**src/hdl/video_pkg.sv**
```systemverilog
package video_pkg;

    // pixel clock enable, one pulse every pxl_div clocks
    localparam int pxl_div = 4;
    localparam int div_w   = (pxl_div > 1) ? $clog2(pxl_div) : 1;

    // raster size in pixels and lines
    localparam int h_total  = 48;
    localparam int h_active = 32;
    localparam int v_total  = 20;
    localparam int v_active = 16;

    localparam int h_w = $clog2(h_total);  // hcount width
    localparam int v_w = $clog2(v_total);  // vcount width

    // palette prom geometry
    localparam int pal_aw    = 5;
    localparam int pal_dw    = 8;
    localparam int pal_depth = 2 ** pal_aw;

    // layer pixel width, 0 is transparent
    localparam int pxl_w = 4;

    // index reg, prom read and blank reg
    // also the blanking delay in pixel enables
    localparam int colmix_dly = 3;

endpackage

```
**src/hdl/video_timing.sv**
```systemverilog
module video_timing (
    input  logic                        clk,
    input  logic                        rst_n,
    output logic                        pxl_cen,
    output logic [video_pkg::h_w-1:0]   hcount,
    output logic [video_pkg::v_w-1:0]   vcount,
    output logic                        lhbl,
    output logic                        lvbl
);

    logic [video_pkg::div_w-1:0] div_cnt;  // clocks within the current pixel
    logic                        div_last;

    logic [video_pkg::h_w-1:0]   h_next;
    logic [video_pkg::v_w-1:0]   v_next;
    logic                        h_wrap;   // last pixel of the line
    logic                        v_wrap;   // last line of the frame

    assign div_last = div_cnt == video_pkg::div_w'(video_pkg::pxl_div - 1);

    // pxl_cen is registered so it comes out clean
    // first pulse lands pxl_div clocks after reset release
    always_ff @(posedge clk or negedge rst_n) begin
        if (!rst_n) begin
            div_cnt <= '0;
            pxl_cen <= 1'b0;
        end else begin
            pxl_cen <= div_last;
            if (div_last) begin
                div_cnt <= '0;
            end else begin
                div_cnt <= div_cnt + 1'b1;
            end
        end
    end

    assign h_wrap = hcount == video_pkg::h_w'(video_pkg::h_total - 1);
    assign v_wrap = vcount == video_pkg::v_w'(video_pkg::v_total - 1);

    // next counter values, shared by the counters and the blanking compares
    always_comb begin
        if (h_wrap) begin
            h_next = '0;
        end else begin
            h_next = hcount + 1'b1;
        end
    end

    always_comb begin
        if (!h_wrap) begin
            v_next = vcount;       // vertical only steps at the line wrap
        end else if (v_wrap) begin
            v_next = '0;
        end else begin
            v_next = vcount + 1'b1;
        end
    end

    // counters and blanking move together on pxl_cen
    always_ff @(posedge clk or negedge rst_n) begin
        if (!rst_n) begin
            hcount <= '0;
            vcount <= '0;
            lhbl   <= 1'b0;
            lvbl   <= 1'b0;
        end else if (pxl_cen) begin
            hcount <= h_next;
            vcount <= v_next;
            // compare on next values so the flags match the counters
            lhbl   <= h_next < video_pkg::h_w'(video_pkg::h_active);
            lvbl   <= v_next < video_pkg::v_w'(video_pkg::v_active);
        end
    end

endmodule

```
**src/hdl/palette_prom.sv**
```systemverilog
module palette_prom (
    input  logic                          clk,
    input  logic                          rst_n,
    input  logic                          cen,
    input  logic [video_pkg::pal_aw-1:0]  wr_addr,
    input  logic [video_pkg::pal_dw-1:0]  data,
    input  logic                          we,
    input  logic [video_pkg::pal_aw-1:0]  rd_addr,
    output logic [video_pkg::pal_dw-1:0]  q
);

    // palette array, contents come from the load port only
    logic [video_pkg::pal_dw-1:0] mem [0:video_pkg::pal_depth-1];

    // write port runs at full clock rate
    always_ff @(posedge clk) begin
        if (we) begin
            mem[wr_addr] <= data;
        end
    end

    // read register only loads on the pixel enable
    // same address collision returns the old byte
    always_ff @(posedge clk or negedge rst_n) begin
        if (!rst_n) begin
            q <= '0;
        end else if (cen) begin
            q <= mem[rd_addr];
        end
    end

endmodule

```
**src/hdl/blank_delay.sv**
```systemverilog
module blank_delay (
    input  logic                          clk,
    input  logic                          rst_n,
    input  logic                          pxl_cen,
    input  logic                          lhbl,
    input  logic                          lvbl,
    input  logic [video_pkg::pal_dw-1:0]  rgb_in,
    output logic                          lhbl_dly,
    output logic                          lvbl_dly,
    output logic [video_pkg::pal_dw-1:0]  rgb_out
);

    // one bit per pixel enable, oldest at the top
    logic [video_pkg::colmix_dly-1:0] hbl_sr;
    logic [video_pkg::colmix_dly-1:0] vbl_sr;
    logic                             show;

    // blanking of the pixel now arriving on rgb_in
    // it sits one stage short of the output end of the line
    assign show = hbl_sr[video_pkg::colmix_dly-2] & vbl_sr[video_pkg::colmix_dly-2];

    always_ff @(posedge clk or negedge rst_n) begin
        if (!rst_n) begin
            hbl_sr  <= '0;
            vbl_sr  <= '0;
            rgb_out <= '0;
        end else if (pxl_cen) begin
            hbl_sr <= {hbl_sr[video_pkg::colmix_dly-2:0], lhbl};
            vbl_sr <= {vbl_sr[video_pkg::colmix_dly-2:0], lvbl};
            // black outside the active area
            if (show) begin
                rgb_out <= rgb_in;
            end else begin
                rgb_out <= '0;
            end
        end
    end

    // outputs change on the same enable as rgb_out
    assign lhbl_dly = hbl_sr[video_pkg::colmix_dly-1];
    assign lvbl_dly = vbl_sr[video_pkg::colmix_dly-1];

endmodule

```
**src/hdl/colmix.sv**
```systemverilog
module colmix (
    input  logic                          clk,
    input  logic                          rst_n,
    input  logic                          pxl_cen,
    input  logic [video_pkg::pxl_w-1:0]   obj_pxl,
    input  logic [video_pkg::pxl_w-1:0]   scr_pxl,
    input  logic [1:0]                    layer_en,   // bit 1 objects, bit 0 scroll
    input  logic                          lhbl,
    input  logic                          lvbl,
    input  logic [video_pkg::pal_dw-1:0]  prog_data,
    input  logic [video_pkg::pal_aw-1:0]  prog_addr,
    input  logic                          prog_en,
    output logic [3:0]                    red,
    output logic [3:0]                    green,
    output logic [3:0]                    blue,
    output logic                          lhbl_dly,
    output logic                          lvbl_dly
);

    logic                          obj_blank;  // object transparent or masked
    logic [video_pkg::pxl_w-1:0]   scr_gated;
    logic [video_pkg::pal_aw-1:0]  pal_idx;
    logic [video_pkg::pal_dw-1:0]  pal_raw;    // prom output, not yet blanked
    logic [video_pkg::pal_dw-1:0]  rgb;

    // objects win when opaque and enabled
    assign obj_blank = (obj_pxl == '0) || !layer_en[1];
    assign scr_gated = layer_en[0] ? scr_pxl : '0;

    // stage 1, palette index
    // upper half of the palette belongs to the scroll layer
    always_ff @(posedge clk or negedge rst_n) begin
        if (!rst_n) begin
            pal_idx <= '0;
        end else if (pxl_cen) begin
            if (obj_blank) begin
                pal_idx <= {1'b1, scr_gated};
            end else begin
                pal_idx <= {1'b0, obj_pxl};
            end
        end
    end

    // stage 2, palette read
    palette_prom u_pal (
        .clk     (clk),
        .rst_n   (rst_n),
        .cen     (pxl_cen),
        .wr_addr (prog_addr),
        .data    (prog_data),
        .we      (prog_en),
        .rd_addr (pal_idx),
        .q       (pal_raw)
    );

    // stage 3, blanking
    blank_delay u_blank (
        .clk      (clk),
        .rst_n    (rst_n),
        .pxl_cen  (pxl_cen),
        .lhbl     (lhbl),
        .lvbl     (lvbl),
        .rgb_in   (pal_raw),
        .lhbl_dly (lhbl_dly),
        .lvbl_dly (lvbl_dly),
        .rgb_out  (rgb)
    );

    // packed byte is bbgggrrr
    // widen to 4 bits each by repeating the top bits
    assign red   = {rgb[2:0], rgb[2]};
    assign green = {rgb[5:3], rgb[5]};
    assign blue  = {2{rgb[7:6]}};

endmodule

```
**src/hdl/video_top.sv**
```systemverilog
module video_top (
    input  logic                          clk,
    input  logic                          rst_n,

    // layer pixels from the tile and sprite generators
    input  logic [video_pkg::pxl_w-1:0]   obj_pxl,
    input  logic [video_pkg::pxl_w-1:0]   scr_pxl,
    input  logic [1:0]                    layer_en,

    // palette load port
    input  logic                          prog_en,
    input  logic [video_pkg::pal_aw-1:0]  prog_addr,
    input  logic [video_pkg::pal_dw-1:0]  prog_data,

    // raster position, for the layer generators
    output logic                          pxl_cen,
    output logic [video_pkg::h_w-1:0]     hcount,
    output logic [video_pkg::v_w-1:0]     vcount,
    output logic                          lhbl,
    output logic                          lvbl,

    // final video
    output logic [3:0]                    red,
    output logic [3:0]                    green,
    output logic [3:0]                    blue,
    output logic                          lhbl_dly,
    output logic                          lvbl_dly
);

    video_timing u_timing (
        .clk     (clk),
        .rst_n   (rst_n),
        .pxl_cen (pxl_cen),
        .hcount  (hcount),
        .vcount  (vcount),
        .lhbl    (lhbl),
        .lvbl    (lvbl)
    );

    // colour pipeline runs off the same pixel enable
    colmix u_colmix (
        .clk       (clk),
        .rst_n     (rst_n),
        .pxl_cen   (pxl_cen),
        .obj_pxl   (obj_pxl),
        .scr_pxl   (scr_pxl),
        .layer_en  (layer_en),
        .lhbl      (lhbl),
        .lvbl      (lvbl),
        .prog_data (prog_data),
        .prog_addr (prog_addr),
        .prog_en   (prog_en),
        .red       (red),
        .green     (green),
        .blue      (blue),
        .lhbl_dly  (lhbl_dly),
        .lvbl_dly  (lvbl_dly)
    );

endmodule

```
**config.mk**
```make
export PLATFORM = sky130hd
export DESIGN_NAME = video_top
export DESIGN_NICKNAME = d
export VERILOG_FILES = /design/src/hdl/video_pkg.sv /design/src/hdl/video_timing.sv /design/src/hdl/palette_prom.sv /design/src/hdl/blank_delay.sv /design/src/hdl/colmix.sv /design/src/hdl/video_top.sv
export SDC_FILE = /design/constraint.sdc
export NUM_CORES = 1
export LEC_CHECK = 0
export ABC_AREA = 0
export BUFFER_PORTS_ARGS = -buffer_cell sky130_fd_sc_hd__buf_2
export CAP_MARGIN = 25
export CORE_MARGIN = 1.5
export CORE_UTILIZATION = 50
export CTS_CLUSTER_SIZE = 8
export DETAILED_ROUTE_END_ITERATION = 10
export PLACE_DENSITY_LB_ADDON = 0.1
export SYNTH_ARGS = -nofsm -noshare
export SYNTH_HDL_FRONTEND = slang
export SYNTH_SLANG_ARGS = --single-unit
```
**constraint.sdc**
```tcl
create_clock -name clk -period 2 [get_ports clk]
set_clock_uncertainty 0.15 [all_clocks]
set_input_delay 0.3 -clock clk [delete_from_list [all_inputs] [get_ports clk]]
set_output_delay 0.3 -clock clk [all_outputs]
set_load 0.01 [all_outputs]
```
==> metrics.txt <==
outcome=finished, violations left; failing checks=negative setup slack; DR vias/cell=5.713; maximum clock rate=466.7 MHz; crit end category=flop; routing usage on met1=30.71%; ratio of cells with drive above 1 in the final layout=31.53%; Post-layout nets=916; synthesized area=11940 um2; ys async rst share=14.38%; WL/cell=23.12 um; Die Wd=157.5 um; busiest grt layer=met2; Cell variety after synth=40; DP HPWL=16790 um; WL final=28280 um; critical-path cell list=buf_12, buf_12, mux2i_2, a22oi_2, a21oi_2, nor4_4, mux2_4; worst slew pin tran=0.7006 ns; first-pass GRT wire length=41760 um; total power=14.70 mW; number of synthesized flops with an enable pin=256; largest net degree at the start of global routing=49; most common cell after layout, fill and taps aside=edfxtp_1; Initial Utilization=50.87%; Residual DRC=0; CP peak stage delay=0.55 ns; PortBufs=53; grt met3 use=4.901%; dpl cell area=13060 um2; Slew HR=53.29%; post-route cell area=14970 um2; TritonCTS Buffers=43; cell at the slowest stage of the critical path=dfrtp_4; Yosys Warn Count=0; Setup CP Type=flop to flop; Leak=5.292 nW; Cells after Synth=730; total of max-cap violations=0; Worst-path clk slew=0.05 ns; initial antenna violation count=0; CTS tree=yes; Worst EP arrival=2.39 ns; most used cell, CP=buf_12; Die Y=157.5 um; I/O pin count=54; Tightest Hold Check Type=primary input to flop; CTS Buffer Depth=3; synthesized flop and latch total=299; H-Tree Depth=2; Overflow after GRT=0; net count after synthesis=759; core area=23470 um2; root buf cell=clkbuf_16; number of global-route vias before repair=7162; PwrDens=981.9 nW/um2; DR iter-0 viols=583; Rows=56; startpoint types=flop; Final min period=2.143 ns; fin crit share=107.1%; Detail Route Antenna Nets=0; final hold slack=0.02641 ns; worst setup margin=-0.1427 ns; met2 Usage GRT=38.43%; area grow syn2layout=25.34%; most frequent cells in the layout=edfxtp_1, mux2i_1, buf_4; First-pass DRT Iterations=5; Hold Fails Final Rpt=0; Avg Inst Size Synth=16.36 um2; RSZ-0062 raised after global routing=true; Final setup viols=8; die area=24820 um2; Max FO, Critical Path=8; peak supply drop=0.6112 mV; total inserted antenna cells=0; routability cong.=0.7761; fin. max-slew vios=0; register area share after synthesis=73.39%; clk_lat worst skew=0.51 ns; ys flop type=edfxtp_1; GRT Total Usage=23.34%; Sink Count=299; via count=6987; CP required=2.24 ns
[worst max-delay path: cells and delay by family, from the launching register on]
kind | cells | cell delay [ns]
AOI/OAI and AO/OA | 2 | 0.45
and+or+nand+nor | 1 | 0.08
DFF | 1 | 0.55
muxes | 2 | 0.46
buffers and inverters | 2 | 0.32
[cells in the mapped netlist, types with 2 or more instances]
master,number,area [um2]
mux2_2,17,191.4
nor3_1,2,10.01
mux2i_1,129,1291
edfxtp_1,256,7687
nand3_1,8,40.04
o21ai_0,3,15.01
buf_2,9,45.04
buf_8,3,45.04
inv_1,14,52.55
buf_4,9,67.56
a21o_1,2,15.01
a31oi_1,5,31.28
o22ai_1,10,62.56
nor4_1,8,50.05
ha_1,3,37.54
clkbuf_1,12,45.04
nand2b_1,2,12.51
nand2_1,21,78.83
nand3b_1,6,45.04
xnor2_1,3,26.28
nand4_1,2,12.51
buf_1,3,11.26
buf_6,6,67.56
a21oi_1,32,160.2
dfrtp_1,43,1076
or3b_2,3,26.28
nor2_1,41,153.9
a22oi_1,64,480.5
nor2b_1,3,18.77
[repair_timing]
action | 4_1_cts | 5_1_grt
resized for setup | 74 | 28
hold buffers | 13 | 0
hold endpoints to repair | 47 | 0
setup buffers | 8 | 0
setup endpoints to repair | 9 | 9
pin swaps | 33 | 14
gates cloned | 2 | 1
[sequential cells by signal, indices dropped and copies added (netlist names), named ones only]
name / count
u_timing.pxl_cen: 1
u_timing.hcount: 6
u_colmix.u_blank.hbl_sr: 3
u_timing.div_cnt: 2
u_colmix.pal_idx: 5
u_timing.lhbl: 1
u_timing.vcount: 4
u_colmix.u_blank.rgb_out: 8
u_timing.lvbl: 1
u_colmix.u_pal.q: 8
u_colmix.u_blank.vbl_sr: 3
u_colmix.u_pal.mem: 256
[metrics by stage]
step | TNS [ns] | setup slack, ns | utilization [%] | cells
floorplan | 0 | 0.1585 | - | 730
global route | -1.090 | -0.1869 | 63.76 | 1223
finish | -0.6343 | -0.1427 | 63.76 | 1223
CTS | -0.4134 | -0.07805 | 63.11 | 1223
detailed placement | -1.285 | -0.2401 | 55.65 | 1140
global placement | -1.264 | -0.2496 | 55.65 | 1140
[power breakdown]
| group | switching, mW | total (mW) | internal (mW) |
|---|---|---|---|
| registers | 0.0786 | 7.00 | 6.92 |
| clock network | 2.42 | 6.45 | 4.02 |
| logic | 0.686 | 1.25 | 0.561 |
[final cells by class]
type	count	area, um2
Clock buffer	60	1182
Clock inverter	2	8.758
Multi-Input combinational cell	374	3233
Sequential cell	299	8767
Tap cell	319	399.1
Inverter	14	52.55
Timing Repair Buffer	155	1324
Fill cell	1668	8506
[per-layer routing]
layer	routed length, um	vias up
met2	13780	256
met5	0	-
met3	1838	58
met4	675	0
met1	11990	3526
li1	-	3147
[path summary, 6_finish.rpt]
| check | startpoint | endpoint | slack, ns | cells past startpoint |
|---|---|---|---|---|
| max | u_colmix.pal_idx[0] | u_colmix.u_pal.q[5] | -0.14 | 7 |
| min | layer_en[1] | u_colmix.pal_idx[0] | 0.03 | 3 |
| max reg2reg | u_colmix.pal_idx[0] | u_colmix.u_pal.q[5] | -0.14 | 7 |
| min reg2reg | u_timing.div_cnt[0] | u_timing.div_cnt[0] | 0.30 | 1 |
| max in group asynchronous | rst_n | u_colmix.pal_idx[0] | 1.00 | 3 |
| min in group asynchronous | rst_n | u_colmix.u_pal.q[2] | 0.26 | 3 |
[logic make-up (layout without fill, tap and decap cells)]
kind of cell / Yosys count / after routing / synth area share [%]
flip-flops: 299 / 299 / 73.39
AND/OR/NAND/NOR: 101 / 101 / 4.045
multiplexers: 146 / 146 / 12.42
XOR/XNOR: 4 / 4 / 0.2934
adder cells (fa/ha/maj): 3 / 3 / 0.3144
buffers and inverters: 57 / 231 / 2.860
AO/OA/AOI/OAI: 120 / 120 / 6.685
No activity file was read; power rests on OpenSTA's default activity.
